--- config.mk ---
export PLATFORM = sky130hd
export DESIGN_NAME = mipsExecTop
export DESIGN_NICKNAME = d
export VERILOG_FILES = /design/src/hw/mipsExecPkg.sv /design/src/hw/aluDecoder.sv /design/src/hw/alu.sv /design/src/hw/execStage.sv /design/src/hw/mipsExecTop.sv
export SDC_FILE = /design/constraint.sdc
export NUM_CORES = 1
export LEC_CHECK = 0
export ABC_AREA = 1
export BUFFER_PORTS_ARGS = -buffer_cell sky130_fd_sc_hd__buf_2
export CAP_MARGIN = 0
export CELL_PAD_IN_SITES_DETAIL_PLACEMENT = 0
export CELL_PAD_IN_SITES_GLOBAL_PLACEMENT = 1
export CORE_MARGIN = 1
export CORE_UTILIZATION = 37
export DETAILED_ROUTE_END_ITERATION = 12
export GPL_TIMING_DRIVEN = 0
export PLACE_DENSITY_LB_ADDON = 0.1
export SYNTH_ARGS = -nofsm -noshare
export SYNTH_HDL_FRONTEND = slang
export SYNTH_SLANG_ARGS = --single-unit
--- constraint.sdc ---
create_clock -name clk -period 4.8 [get_ports clk]
set_clock_uncertainty 0.1 [all_clocks]
set_input_delay 0.72 -clock clk [delete_from_list [all_inputs] [get_ports clk]]
set_output_delay 0.72 -clock clk [all_outputs]
set_load 0.05 [all_outputs]
--- src/hw/mipsExecPkg.sv ---
// Shared encodings and types for the MIPS execute stage.
// Modules import this package in their bodies and use scoped names in port lists.

package mipsExecPkg;

    // ALU operations. LUI runs as SLL by 16 on the zero-extended immediate
    typedef enum logic [4:0] {
        aluAdd,  aluAddu, aluSub,  aluSubu,
        aluSll,  aluSllv, aluSra,  aluSrav, aluSrl, aluSrlv,
        aluAnd,  aluOr,   aluNor,  aluXor,
        aluSlt,  aluSltu, aluMovn, aluMovz, aluClz, aluClo
    } aluOpT;

    // ------------------------------------------------------------------------
    // Opcodes
    localparam logic [5:0] opSpecial  = 6'h00;
    localparam logic [5:0] opSpecial2 = 6'h1c;
    localparam logic [5:0] opAddi     = 6'h08;
    localparam logic [5:0] opAddiu    = 6'h09;
    localparam logic [5:0] opSlti     = 6'h0a;
    localparam logic [5:0] opSltiu    = 6'h0b;
    localparam logic [5:0] opAndi     = 6'h0c;
    localparam logic [5:0] opOri      = 6'h0d;
    localparam logic [5:0] opXori     = 6'h0e;
    localparam logic [5:0] opLui      = 6'h0f;

    // ------------------------------------------------------------------------
    // Function field, SPECIAL unless noted
    localparam logic [5:0] fnSll  = 6'h00;
    localparam logic [5:0] fnSrl  = 6'h02;
    localparam logic [5:0] fnSra  = 6'h03;
    localparam logic [5:0] fnSllv = 6'h04;
    localparam logic [5:0] fnSrlv = 6'h06;
    localparam logic [5:0] fnSrav = 6'h07;
    localparam logic [5:0] fnMovz = 6'h0a;
    localparam logic [5:0] fnMovn = 6'h0b;
    localparam logic [5:0] fnAdd  = 6'h20;
    localparam logic [5:0] fnAddu = 6'h21;
    localparam logic [5:0] fnSub  = 6'h22;
    localparam logic [5:0] fnSubu = 6'h23;
    localparam logic [5:0] fnAnd  = 6'h24;
    localparam logic [5:0] fnOr   = 6'h25;
    localparam logic [5:0] fnXor  = 6'h26;
    localparam logic [5:0] fnNor  = 6'h27;
    localparam logic [5:0] fnSlt  = 6'h2a;
    localparam logic [5:0] fnSltu = 6'h2b;
    localparam logic [5:0] fnClz  = 6'h20; // SPECIAL2
    localparam logic [5:0] fnClo  = 6'h21; // SPECIAL2

    // ------------------------------------------------------------------------
    // Decoder output
    typedef struct packed {
        aluOpT op;
        logic  useImm;
        logic  signImm;
        logic  luiShift;
        logic  varShift;
        logic  destIsRt;
        logic  regWrite;
        logic  trapOnOvf;
        logic  illegal;
    } aluCtrlT;

    typedef struct packed {
        logic        valid;
        logic [31:0] instr;
        logic [31:0] rsVal;
        logic [31:0] rtVal;
    } execReqT;

    typedef struct packed {
        logic        valid;
        logic [31:0] result;
        logic [4:0]  destReg;
        logic        writeEn;
        logic        ovfTrap;
        logic        illegal;
    } execResT;

endpackage

--- src/hw/aluDecoder.sv ---
// Instruction decoder for the execute stage.
// Maps opcode and function field to an ALU operation and operand controls.
// Purely combinational.

`timescale 1ns/10ps

module aluDecoder (
    input  logic [31:0]          instr,
    output mipsExecPkg::aluCtrlT ctrl
);
    import mipsExecPkg::*;

    logic [5:0] opcode;
    logic [5:0] funct;

    assign opcode = instr[31:26];
    assign funct  = instr[5:0];

    always_comb
    begin
        ctrl = '0;

        // Operation select
        case (opcode)
            opSpecial:
                case (funct)
                    fnAdd  : ctrl.op = aluAdd;
                    fnAddu : ctrl.op = aluAddu;
                    fnSub  : ctrl.op = aluSub;
                    fnSubu : ctrl.op = aluSubu;
                    fnSll  : ctrl.op = aluSll;
                    fnSllv : ctrl.op = aluSllv;
                    fnSra  : ctrl.op = aluSra;
                    fnSrav : ctrl.op = aluSrav;
                    fnSrl  : ctrl.op = aluSrl;
                    fnSrlv : ctrl.op = aluSrlv;
                    fnAnd  : ctrl.op = aluAnd;
                    fnOr   : ctrl.op = aluOr;
                    fnNor  : ctrl.op = aluNor;
                    fnXor  : ctrl.op = aluXor;
                    fnSlt  : ctrl.op = aluSlt;
                    fnSltu : ctrl.op = aluSltu;
                    fnMovn : ctrl.op = aluMovn;
                    fnMovz : ctrl.op = aluMovz;
                    default: ctrl.illegal = 1'b1;
                endcase

            opSpecial2:
                case (funct)
                    fnClz  : ctrl.op = aluClz;
                    fnClo  : ctrl.op = aluClo;
                    default: ctrl.illegal = 1'b1;
                endcase

            opAddi : ctrl.op = aluAdd;
            opAddiu: ctrl.op = aluAddu;
            opSlti : ctrl.op = aluSlt;
            opSltiu: ctrl.op = aluSltu;
            opAndi : ctrl.op = aluAnd;
            opOri  : ctrl.op = aluOr;
            opXori : ctrl.op = aluXor;
            opLui  : ctrl.op = aluSll;   // Imm shifted left by 16
            default: ctrl.illegal = 1'b1;
        endcase

        // Operand controls
        ctrl.regWrite  = !ctrl.illegal;
        ctrl.trapOnOvf = !ctrl.illegal && (ctrl.op inside {aluAdd, aluSub}); // ADD, SUB, ADDI
        ctrl.varShift  = ctrl.op inside {aluSllv, aluSrlv, aluSrav};
        ctrl.useImm    = !(opcode inside {opSpecial, opSpecial2});
        ctrl.destIsRt  = ctrl.useImm;
        ctrl.signImm   = opcode inside {opAddi, opAddiu, opSlti, opSltiu};
        ctrl.luiShift  = (opcode == opLui);
    end

endmodule

--- src/hw/alu.sv ---
// 32-bit integer ALU.
// Combinational; operand B and the shift amount are selected by the caller.
// en drops for a MOVN or MOVZ whose condition fails, ovf flags signed overflow.

`timescale 1ns/10ps

module alu (
    input  logic [31:0]        a,
    input  logic [31:0]        b,
    input  logic [4:0]         shamt,
    input  mipsExecPkg::aluOpT op,
    output logic [31:0]        out,
    output logic               en,
    output logic               ovf
);
    import mipsExecPkg::*;

    logic [31:0] sum;
    logic [31:0] diff;
    logic [31:0] leadIn;
    logic [5:0]  leadCnt;

    assign sum  = a + b;
    assign diff = a - b;

    // ------------------------------------------------------------------------
    // Leading zero / one count

    // CLO counts zeros of the inverted operand
    assign leadIn = (op == aluClo) ? ~a : a;

    always_comb
    begin
        leadCnt = 6'd32;                 // All zero
        for (int i = 0; i < 32; i++)
        begin
            if (leadIn[i])
                leadCnt = 6'(31 - i);    // Highest set bit wins
        end
    end

    // ------------------------------------------------------------------------
    // Operation select

    always_comb
    begin
        out = '0;
        en  = 1'b1;
        ovf = 1'b0;

        case (op)
            aluAdd:
            begin
                out = sum;
                ovf = (a[31] == b[31]) && (sum[31] != a[31]);
            end

            aluAddu: out = sum;

            aluSub:
            begin
                out = diff;
                ovf = (a[31] != b[31]) && (diff[31] != a[31]);
            end

            aluSubu: out = diff;

            // Variable forms already carry rs[4:0] in shamt
            aluSll, aluSllv: out = b << shamt;
            aluSrl, aluSrlv: out = b >> shamt;
            aluSra, aluSrav: out = $signed(b) >>> shamt;

            aluAnd : out = a & b;
            aluOr  : out = a | b;
            aluNor : out = ~(a | b);
            aluXor : out = a ^ b;

            aluSlt : out = {31'b0, $signed(a) < $signed(b)};
            aluSltu: out = {31'b0, a < b};

            aluMovn:
            begin
                out = a;
                en  = (b != '0);
            end

            aluMovz:
            begin
                out = a;
                en  = (b == '0);
            end

            aluClz, aluClo: out = {26'b0, leadCnt};

            default: out = '0;
        endcase
    end

endmodule

--- src/hw/execStage.sv ---
// Execute stage: operand select, ALU and the result register.
// One request per cycle in, one registered result out a cycle later.
// Write enable folds in the move condition, overflow trap and illegal decode.

`timescale 1ns/10ps

module execStage (
    input  logic                 clk,
    input  logic                 rst,
    input  mipsExecPkg::execReqT req,
    input  mipsExecPkg::aluCtrlT ctrl,
    output mipsExecPkg::execResT res
);

    logic [15:0] imm;
    logic [31:0] immExt;
    logic [31:0] opB;
    logic [4:0]  shamt;
    logic [4:0]  destReg;
    logic [31:0] aluOut;
    logic        aluEn;
    logic        aluOvf;
    logic        ovfTrap;
    logic        writeEn;

    // ------------------------------------------------------------------------
    // Operands

    assign imm    = req.instr[15:0];
    assign immExt = ctrl.signImm ? {{16{imm[15]}}, imm} : {16'h0000, imm};
    assign opB    = ctrl.useImm ? immExt : req.rtVal;

    always_comb
    begin
        if (ctrl.luiShift)
            shamt = 5'd16;
        else if (ctrl.varShift)
            shamt = req.rsVal[4:0];      // Low five bits only
        else
            shamt = req.instr[10:6];
    end

    assign destReg = ctrl.destIsRt ? req.instr[20:16] : req.instr[15:11];

    alu u_alu (
        .a     (req.rsVal),
        .b     (opB),
        .shamt (shamt),
        .op    (ctrl.op),
        .out   (aluOut),
        .en    (aluEn),
        .ovf   (aluOvf)
    );

    // ------------------------------------------------------------------------
    // Write enable and trap

    assign ovfTrap = ctrl.trapOnOvf & aluOvf;
    assign writeEn = ctrl.regWrite & aluEn & ~ovfTrap & ~ctrl.illegal;

    // ------------------------------------------------------------------------
    // Result register

    always_ff @(posedge clk)
    begin
        res.result  <= aluOut;
        res.destReg <= destReg;

        if (rst)
        begin
            res.valid   <= 1'b0;
            res.writeEn <= 1'b0;
            res.ovfTrap <= 1'b0;
            res.illegal <= 1'b0;
        end
        else
        begin
            res.valid   <= req.valid;
            res.writeEn <= req.valid & writeEn;
            res.ovfTrap <= req.valid & ovfTrap;
            res.illegal <= req.valid & ctrl.illegal;
        end
    end

endmodule

--- src/hw/mipsExecTop.sv ---
// Top level of the execute subsystem.
// Decodes the incoming instruction and hands it to the execute stage.
// Fixed latency of one cycle from req to res.

`timescale 1ns/10ps

module mipsExecTop (
    input  logic                 clk,
    input  logic                 rst,
    input  mipsExecPkg::execReqT req,
    output mipsExecPkg::execResT res
);
    import mipsExecPkg::*;

    aluCtrlT ctrl;

    aluDecoder u_decoder (
        .instr (req.instr),
        .ctrl  (ctrl)
    );

    execStage u_exec (
        .clk  (clk),
        .rst  (rst),
        .req  (req),
        .ctrl (ctrl),
        .res  (res)
    );

endmodule

==> key figures, run 1 <==
Clock network
  • CTS HTree Levels: 2
  • TritonCTS buffer count: 5
  • CTS root buf: clkbuf_16
  • Clk buf depth: 2
  • CTS tree: built
  • Clock transition at the registers of the reported paths: around 80 ps
  • Clk sink count: just over 40
  • CTS Hold Bufs: 0

Timing
  • Setup tns final: -21.0 ps
  • Minimum hold slack: 462 ps
  • Final count of pins violating max slew: 0
  • Min cycle time layout: roughly 4800 ps
  • Tcrit/Tclk final: 100%
  • Post-layout worst setup margin: -21.0 ps
  • Setup-failing EPs final: 1
  • Unrepaired setup endpoints after global routing: true
  • Least-Margin Pin Slew: 1140 ps
  • Slew margin rel.: a little under a quarter
  • Fin. Hold Viols: 0
  • Maximum clock rate: about 0.21 GHz

Layout
  • NumNets Final: 2340
  • Final instance area: between 0.01 and 0.015 mm^2
  • Area growth syn-to-layout: 23.2%
  • Most common cell after layout, fill and taps aside: nand2_1
  • Layout cells sized above 1: 20.2%
  • Most frequent cells in the layout: nand2_1, inv_1, buf_2, nor2_1, o21ai_0
  • Top reg by flops: u_exec.res
  • Number of flip-flops in the largest register: 41
  • Top flop regs: u_exec.res (41)
  • Antenna cells: 0
  • Fin cells: 2528

Setup path
  • Endpoint class of the critical path: register
  • Critical Path Max Stage Delay: ~320 ps
  • Critical path's top delay family: compound AO/OA/AOI/OAI gates
  • Worst EP required: 4920 ps
  • Slowest cell on the critical path: ha_1
  • Crit Path Max Fanout: 5
  • Setup crit start kind: input pin
  • Crit path buffers/inverters: 7
  • Critical Path AT: 4950 ps
  • Crit path kind: input pin to register
  • Cell mode on critical path: nand2_2

Placed design
  • Port bufs: approximately 130
  • Gpl congestion: 1.07
  • Post-DP HPWL: 49.3 mm
  • DP Area: 0.0120 mm^2
  • # placed instances: 2466

Route
  • Routed Antenna Nets: 0
  • Drt pass-1 iters: 6
  • Routed via count: 15087
  • 1st-iter DRT viols: 1795
  • WL final: 60.9 mm
  • DR DRC count: 0
  • Via density: 5.97
  • Routed length per instance: ~24 um

Hold path
  • Worst hold start: rst
  • HP Class: input pin to register
  • WHS Endpoint: u_exec.res[0]$_SDFF_PP0_
  • WHS Path Cells: 2

Yosys
  • Syn Area/Cell: between 5 and 6 um^2
  • Sequential-to-total area share from yosys stat: 7.55%
  • Synth Flop Type: dfxtp_1
  • Register bit total from synthesis: 41
  • Syn Nets: 2142
  • Post-synth EDFFs: 0
  • Fraction of registers with async set/reset: 0%
  • Synthesized instance count: 1945
  • Ys Warns: 0
  • Mapped Area: 0.0109 mm^2
  • Synth unique cells: 61

Outcome
  • Status: finished with violations
  • Failing checks: negative setup slack

Floorplanning
  • I/O pin count: 140
  • Full die area: 0.0301 mm^2
  • Chip width: 173 um
  • Die H: 173 um
  • Row cnt: 62
  • Total core area: 0.0288 mm^2
  • Starting Density: 37.8%

Pwr
  • Power per cell area: 187 mW/mm^2
  • Pleak: 6.43 nW
  • Maximum vdd drop: 142 uV

Job
  • Max_cap viols: 0

Global route
  • Congestion Overflow GR: 0
  • Vias in the first global route: 13577
  • All-layer global routing usage: 39.2%
  • Largest net degree at the start of global routing: 14
  • First-pass GRT wire length: 87.9 mm
  • Initial antenna violation count: 2
[final cells by class]
cell class	count	area (um^2)
buffer	95	512
clock buffer	7	153
clock inverter	1	8.76
fill	3222	15400
inverter	242	916
multi-input combinational	1562	9360
sequential	41	821
tap	384	480
timing repair buffer	196	1150
[Yosys cell counts, drive strengths merged (14+ instances only)]
master / count / area [um^2]
a21oi: 154 / 771
a221oi: 22 / 193
a31oi: 16 / 100
buf: 39 / 221
clkbuf: 61 / 229
dfxtp: 41 / 821
ha: 96 / 1200
inv: 241 / 905
mux2i: 15 / 150
nand2: 508 / 1930
nand3: 88 / 453
nand4: 14 / 87.6
nor2: 153 / 607
nor3: 31 / 180
nor4: 17 / 106
o2111ai: 18 / 158
o211ai: 26 / 214
o21ai: 236 / 1210
o22ai: 33 / 206
or2: 15 / 93.8
xor2: 48 / 420
[worst max-delay path by stage]
stage | start | to | slack, ps | cells after the start
2_1_floorplan | req[91] | u_exec.res[36]$_DFF_P_ | 10 | 31
3_3_place_gp | req[91] | u_exec.res[28]$_DFF_P_ | -2390 | 22
3_5_place_dp | req[91] | u_exec.res[2]$_SDFF_PP0_ | -1820 | 31
4_1_cts | req[93] | u_exec.res[2]$_SDFF_PP0_ | -70 | 32
5_1_grt | req[94] | u_exec.res[2]$_SDFF_PP0_ | -180 | 22
6_report | req[93] | u_exec.res[2]$_SDFF_PP0_ | -20 | 32
[timing repair]
action,CTS,global route
endpoints found under the setup margin,30,31
endpoints found under the hold margin,0,0
pin swaps,19,54
setup buffers,23,36
gates resized for setup,125,89
[cells by family after synthesis]
kind of cell             after synthesis  share of synthesized area, %
XOR/XNOR                              48                          3.87
AO/OA/AOI/OAI                        567                          31.0
AND/OR/NAND/NOR                      834                          32.3
adder cells (fa/ha/maj)               98                          11.4
multiplexers                          15                          1.38
buffers and inverters                342                          12.5
flip-flops                            41                          7.55
[layer usage]
metal  wire [um]  track usage, %  up-vias
li1            -               -     6994
met4        3470            20.6        4
met5          28               0        -
met3        6230            8.71      144
met2       25700            58.9      874
met1       25500            52.1     7071
[stage by stage]
step           util [%]  total power (W)  worst slack, ps
3_3_place_gp       41.8          0.00188            -2390
5_1_grt            46.5          0.00263             -181
3_5_place_dp       41.8          0.00188            -1820
2_1_floorplan         -          0.00138             12.7
6_report           46.5          0.00250            -21.0
4_1_cts            44.5          0.00237            -67.4
[power breakdown]
group | leakage, nW | internal (W) | switching (W)
Sequential | 0.345 | 0.000399 | 0.0000127
Clock | 0.0805 | 0.000224 | 0.000186
Combinational | 6.01 | 0.000491 | 0.00119
Note: power is estimated with default switching activity, not from simulation.
==> run 2: changes to the inputs <==
--- a/config.mk
+++ b/config.mk
@@ -17,4 +17,5 @@
 export PLACE_DENSITY_LB_ADDON = 0.1
 export SYNTH_ARGS = -nofsm -noshare
 export SYNTH_HDL_FRONTEND = slang
+export SYNTH_HIERARCHICAL = 1
 export SYNTH_SLANG_ARGS = --single-unit
==> run 2 against run 1 <==
  * The run now ends clean
  * Final area rose by 0.64%
  * Via count fell by 0.55%
  * Sequential power barely moved
  * Critical path depth fell by 6
  * Global-route usage fell by 1.3 points
  * Cell count rose by 2.7%
  * Worst hold slack improved by 18 ps
==> key figures, run 2 <==
Outcome
  • Status: finished clean

Pwr
  • Power per cell area: 170 mW/mm^2
  • Maximum vdd drop: 144 uV
  • Pleak: 6.61 nW

Layout
  • Top reg by flops: u_exec/res
  • Most frequent cells in the layout: nand2_1, inv_1, o21ai_0, a21oi_1, nor2_1
  • Number of flip-flops in the largest register: 41
  • Area growth syn-to-layout: 20.4%
  • NumNets Final: 2402
  • Layout cells sized above 1: 17.6%
  • Most common cell after layout, fill and taps aside: nand2_1
  • Top flop regs: u_exec/res (41)
  • Fin cells: 2595
  • Antenna cells: 0

Global route
  • Vias in the first global route: approximately 14000
  • Initial antenna violation count: 3
  • All-layer global routing usage: 37.9%
  • Congestion Overflow GR: 0
  • Largest net degree at the start of global routing: 13
  • First-pass GRT wire length: 86.7 mm

Timing
  • Slew margin rel.: a little over a quarter
  • Least-Margin Pin Slew: 1090 ps
  • Tcrit/Tclk final: 98.1%
  • Min cycle time layout: 4710 ps
  • Setup-failing EPs final: 0
  • Fin. Hold Viols: 0
  • Maximum clock rate: 0.212 GHz
  • Final count of pins violating max slew: 0
  • Setup tns final: 0 ps

Route
  • 1st-iter DRT viols: 1533
  • WL final: 59.8 mm
  • Routed via count: 15004
  • WL met3: 4.93 mm
  • Via density: between 5 and 6
  • DR DRC count: 0
  • Routed met2 length: about 26 mm
  • M1 WL: 25.2 mm
  • Routed length per instance: 23.1 um
  • Drt pass-1 iters: 5
  • Routed Antenna Nets: 0
  • Top Layer Used: met5

Setup path
  • Crit path kind: input pin to register
  • Cell mode on critical path: nand2_2
  • Slowest cell on the critical path: a21oi_4
  • Worst EP required: 4930 ps
  • Critical Path Source: req[92]
  • Critical Path Max Stage Delay: 340 ps
  • Cell count along the critical path: 26
  • Endpoint class of the critical path: register
  • Critical path's top delay family: compound AO/OA/AOI/OAI gates
  • Setup crit start kind: input pin
  • Critical path endpoint: u_exec/res[2]$_SDFF_PP0_
  • Critical Path AT: 4840 ps
  • Crit path buffers/inverters: 7
  • Crit Path Max Fanout: 8

Yosys
  • Post-synth top area cell: nand2_1
  • Register bit total from synthesis: 41
  • Syn Area/Cell: 5.52 um^2
  • Most frequent cell after synthesis: nand2_1
  • Post-synth top cells: nand2_1, inv_1, o21ai_0
  • Sequential-to-total area share from yosys stat: roughly 7.3%
  • Mapped Area: 0.0112 mm^2
  • Synth Flop Type: dfxtp_1
  • Fraction of registers with async set/reset: 0%
  • Syn Nets: 2227
  • Ys Warns: 6
  • Post-synth EDFFs: 0
  • Synth unique cells: 61
  • Post-synth top area share: 15.7%
  • Synthesized instance count: 2030
  • Top post-synthesis cells by area: nand2_1, ha_1, o21ai_0, inv_1, a21oi_1

Clock network
  • CTS tree: built
  • Clk sink count: a little over 40
  • CTS root buf: clkbuf_16
  • CTS Hold Bufs: 0
  • CTS HTree Levels: 2
  • TritonCTS buffer count: 5
  • Clock transition at the registers of the reported paths: 80 ps
  • Clk buf depth: 2

Floorplanning
  • Total core area: 0.0297 mm^2
  • Die H: 176 um
  • Row cnt: 63
  • Chip width: 176 um
  • Full die area: 0.0310 mm^2
  • Starting Density: 37.7%
  • I/O pin count: 140

Placed design
  • Port bufs: approximately 130
  • Post-DP HPWL: 49.2 mm
  • Gpl congestion: approximately 1.0
  • # placed instances: 2554

Job
  • Max_cap viols: 0

Hold path
  • HP Class: input pin to register
## run 2: cell types whose count changed after synthesis, moves of 8 or more
cell,before,now
inv_1,229,292
o22ai_1,33,17
a21oi_1,154,180
buf_2,24,6
nand2_1,499,469
o21ai_1,71,6
nor3_1,26,13
clkbuf_1,61,73
xor2_1,48,36
o21ai_0,158,222
nor2_1,146,181
nand2_2,8,16
nand4_1,14,30
## run 2: cell families (layout without fill, tap and decap cells)
| group | Yosys count | after routing | share of synthesized area, % |
|---|---|---|---|
| XOR/XNOR | 37 | 37 | 2.96 |
| multiplexers | 10 | 10 | 0.894 |
| buffers and inverters | 413 | 588 | 14.4 |
| AO/OA/AOI/OAI | 590 | 590 | 31.4 |
| adder cells (fa/ha/maj) | 98 | 98 | 11.1 |
| AND/OR/NAND/NOR | 841 | 841 | 31.9 |
| flip-flops | 41 | 41 | 7.33 |
## run 2: final cells by class
type,instances,area [um^2]
Timing Repair Buffer,172,1010
Tap cell,390,488
Multi-Input combinational cell,1576,9360
Sequential cell,41,821
Fill cell,3344,16200
Inverter,310,1170
Clock inverter,1,7.51
Buffer,99,489
Clock buffer,6,139
## run 2: through the flow
step	utilization, %	worst slack (ps)	instance area (um^2)	total power (W)	hold WS [ps]
3_5_place_dp	41.6	-1450	12400	0.00176	827
6_report	45.4	90.4	13500	0.00229	480
5_1_grt	45.4	-110	13500	0.00242	509
4_1_cts	43.6	-50.4	13000	0.00221	472
2_1_floorplan	-	159	11200	0.00132	729
3_3_place_gp	41.6	-1400	12400	0.00176	822
## run 2: layer usage
layer | up-vias | GRT usage (%)
met1 | 6939 | 49.0
met2 | 734 | 60.8
met4 | 4 | 19.2
met5 | - | 0
li1 | 7164 | -
met3 | 163 | 6.01
## run 2: timing repair
action,CTS,global route
setup endpoints to repair,34,33
buffers inserted,11,25
gates cloned,0,2
resized for setup,123,116
hold endpoints to repair,0,0
pin swaps,16,39
## run 2: worst min-delay path by stage
| stage | slack, ps | from | depth (start not counted) | end |
|---|---|---|---|---|
| final | 480 | req[83] | 3 | u_exec/res[6]$_DFF_P_ |
| after global routing | 510 | req[83] | 3 | u_exec/res[6]$_DFF_P_ |
| after CTS | 470 | req[83] | 3 | u_exec/res[6]$_DFF_P_ |
| after detailed placement | 830 | req[82] | 3 | u_exec/res[5]$_DFF_P_ |
| after global placement | 820 | req[81] | 3 | u_exec/res[4]$_DFF_P_ |
| after floorplan | 730 | req[83] | 2 | u_exec/res[6]$_DFF_P_ |
## run 2: power by group
part / leakage, nW / total, W / switching [W] / internal (W)
clock: 0.0690 / 0.000400 / 0.000194 / 0.000206
sequential: 0.345 / 0.000409 / 0.0000114 / 0.000397
combinational: 6.19 / 0.00148 / 0.00107 / 0.000411
==> run 3: changes to the inputs <==
--- a/config.mk
+++ b/config.mk
@@ -5,13 +5,12 @@
 export SDC_FILE = /design/constraint.sdc
 export NUM_CORES = 1
 export LEC_CHECK = 0
-export ABC_AREA = 1
 export BUFFER_PORTS_ARGS = -buffer_cell sky130_fd_sc_hd__buf_2
 export CAP_MARGIN = 0
 export CELL_PAD_IN_SITES_DETAIL_PLACEMENT = 0
 export CELL_PAD_IN_SITES_GLOBAL_PLACEMENT = 1
 export CORE_MARGIN = 1
-export CORE_UTILIZATION = 37
+export CORE_UTILIZATION = 40
 export DETAILED_ROUTE_END_ITERATION = 12
 export GPL_TIMING_DRIVEN = 0
 export PLACE_DENSITY_LB_ADDON = 0.1
==> run 3 against run 2 <==
  * The flow now finishes with violations (negative setup slack)
  * Core utilization increased by 8.0 points
  * Sequential power about the same
  * Total power increased by 15%
  * Final area increased by 10%
  * Cell count decreased by 15%
  * Routed wire length increased by 6.7%
  * Die area decreased by 6.6%
  * First-iteration DRC count increased by 43%
  * Critical path depth decreased by 8
  * Sequential share of layout area decreased by 0.56 points
  * Via count decreased by 1.2%
  * Critical path type unchanged
  * Critical endpoint is now u_exec/res[30]$_DFF_P_
  * Largest power group unchanged
==> key figures, run 3 <==
Route
  • Routed via count: 14826
  • Routed Antenna Nets: 0
  • 1st-iter DRT viols: 2199
  • Drt pass-1 iters: 8
  • Routed length per instance: ~29 um
  • Via density: 6.75
  • DR DRC count: 0
  • WL final: 63.8 mm

Timing
  • Post-layout worst setup margin: -70.7 ps
  • Minimum hold slack: 501 ps
  • Tcrit/Tclk final: 101%
  • Least-Margin Pin Slew: 1200 ps
  • Slew margin rel.: approximately 20%
  • Setup-failing EPs final: 8
  • Final count of pins violating max slew: 0
  • Fin. Hold Viols: 0
  • Min cycle time layout: 4870 ps
  • Unrepaired setup endpoints after global routing: true
  • Maximum clock rate: 0.205 GHz

Global route
  • Busiest layer in global routing: met2
  • Met3 GRT Util: 7.98%
  • All-layer global routing usage: 43.2%
  • Congestion Overflow GR: 0
  • Vias in the first global route: 13446
  • GRT met2 Usage: 64.7%
  • Initial antenna violation count: 0
  • First-pass GRT wire length: a little over 90 mm
  • GR Layer Usage met1: 57.4%
  • Largest net degree at the start of global routing: 15

Floorplanning
  • I/O pin count: 140
  • Row cnt: 61
  • Chip width: around 170 um
  • Die H: 170 um
  • Starting Density: 40.7%
  • Full die area: 0.0289 mm^2
  • Total core area: approximately 0.028 mm^2

Setup path
  • Crit path kind: input pin to register
  • Critical Path AT: 4910 ps
  • Worst EP required: ~4800 ps
  • Crit Path Max Fanout: 10
  • Setup crit start kind: input pin
  • Endpoint class of the critical path: register

Yosys
  • Syn Area/Cell: roughly 7.0 um^2
  • Synth Flop Type: dfxtp_1
  • Post-synth EDFFs: 0
  • Ys Warns: 6
  • Fraction of registers with async set/reset: 0%
  • Top post-synthesis cells by area: ha_1, mux2i_1, dfxtp_1, o21ai_0, mux4_2
  • Post-synth top cells: nor2_1, o21ai_0, a21oi_1
  • Post-synth top area share: 10.6%
  • Post-synth top area cell: ha_1
  • Register bit total from synthesis: 41
  • Sequential-to-total area share from yosys stat: under 10%
  • Most frequent cell after synthesis: nor2_1
  • Synth unique cells: 93
  • Mapped Area: 0.0113 mm^2
  • Synthesized instance count: 1616
  • Syn Nets: 1813

Layout
  • Area growth syn-to-layout: 31.2%
  • Top reg by flops: u_exec/res
  • Most common cell after layout, fill and taps aside: nor2_1
  • NumNets Final: a little over 2000
  • Fin cells: approximately 2200
  • Layout cells sized above 1: 30.1%
  • Final Util: approximately 53%
  • Number of flip-flops in the largest register: 41
  • FILL cells: between 2000 and 3000
  • Top flop regs: u_exec/res (41)
  • Most frequent cells in the layout: nor2_1, buf_2, inv_1, a21oi_1, nand2_1

Clock network
  • TritonCTS buffer count: 5
  • Clock transition at the registers of the reported paths: 80 ps
  • CTS tree: built
  • Clk sink count: 41
  • CTS HTree Levels: 2
  • Clk buf depth: 2
  • CTS root buf: clkbuf_16

Hold path
  • HP Class: input pin to register
  • WHS Endpoint: u_exec/res[40]$_SDFF_PP0_
  • Worst hold start: rst
  • WHS Path Cells: 2

Placed design
  • Gpl congestion: 1.08
  • Port bufs: around 130
  • Pre-CTS WS: -2360 ps
  • # placed instances: 2128
  • Post-DP HPWL: 49.1 mm

Outcome
  • Status: finished with violations
  • Failing checks: negative setup slack

Pwr
  • Pleak: 6.07 nW
  • Power per cell area: ~180 mW/mm^2
  • Maximum vdd drop: between 150 and 200 uV

Job
  • Max_cap viols: 0
==> run 3: kinds of logic after synthesis <==
family                     Yosys count  synth area share (%)
AOI/OAI and AO/OA                  571                  33.4
xor gates and xnor gates            30                  2.32
adders and majority gates           98                  11.0
buffers and inverters              248                  9.00
DFF                                 41                  7.26
muxes                              143                  16.9
and+or+nand+nor                    485                  20.2
==> run 3: what timing repair did <==
action,4_1_cts,5_1_grt
resized for setup,262,185
buffers inserted,31,36
setup endpoints to repair,34,34
hold buffers,0,0
pin swaps,39,37
gates cloned,1,4
==> run 3: report_power, final <==
group | total [W] | internal (W) | leakage (nW) | switching, W
sequential | 0.000411 | 0.000400 | 0.345 | 0.0000118
combinational | 0.00172 | 0.000590 | 5.63 | 0.00113
clock | 0.000489 | 0.000301 | 0.0944 | 0.000187
total | 0.00262 | 0.00129 | 6.07 | 0.00133
==> run 3: through the flow <==
step,TNS [ps],total power (W),instance area [um^2]
after CTS,0,0.00245,13800
after floorplan,-12.5,0.00136,11300
after global routing,-1140,0.00271,14800
after detailed placement,-57470,0.00182,12500
after global placement,-58630,0.00183,12500
final,-362,0.00262,14800
==> run 3: layer usage <==
| metal | wire, um | part of all wire (%) | vias up |
|---|---|---|---|
| met5 | 0 | 0 | - |
| met4 | 4340 | 6.8 | 0 |
| met3 | 7810 | 12 | 221 |
| met2 | 26900 | 42 | 1139 |
| met1 | 24800 | 39 | 7057 |
| li1 | - | - | 6409 |
==> run 3: final cells by class <==
cell class | count | area [um^2] | share of cell area (%)
flip-flops and latches | 41 | 821 | 5.53
plain buffers | 113 | 813 | 5.48
clock buffers | 5 | 125 | 0.843
clock inverters | 3 | 68.8 | 0.464
well taps | 378 | 473 | 3.19
diodes | 1 | 2.50 | 0.0169
repair buffers | 205 | 1300 | 8.74
inverters | 123 | 478 | 3.22
multi-input cells | 1328 | 10800 | 72.5
==> run 3: how the worst max path moves through the flow <==
stage,start,slack [ps],end,depth (start not counted)
finish,req[65],-70,u_exec/res[30]$_DFF_P_,18
global route,req[93],-130,u_exec/res[30]$_DFF_P_,21
CTS,req[92],0.5,u_exec/res[8]$_DFF_P_,19
detailed placement,req[92],-2360,u_exec/res[36]$_DFF_P_,21
global placement,req[92],-2370,u_exec/res[36]$_DFF_P_,21
floorplan,req[93],-10,u_exec/res[12]$_DFF_P_,15
==> run 3: worst max-delay path: stages <==
cell,delay (ps)
buf_2,120
buf_6,140
or2_2,310
or3_4,420
nor2_4,120
a221o_1,180
a21boi_4,310
buf_6,190
mux2i_1,300
nor2_4,120
clkinv_2,260
buf_4,280
buf_4,250
a21oi_1,130
a22oi_2,370
o21ai_0,130
a21oi_1,320
o311ai_0,230
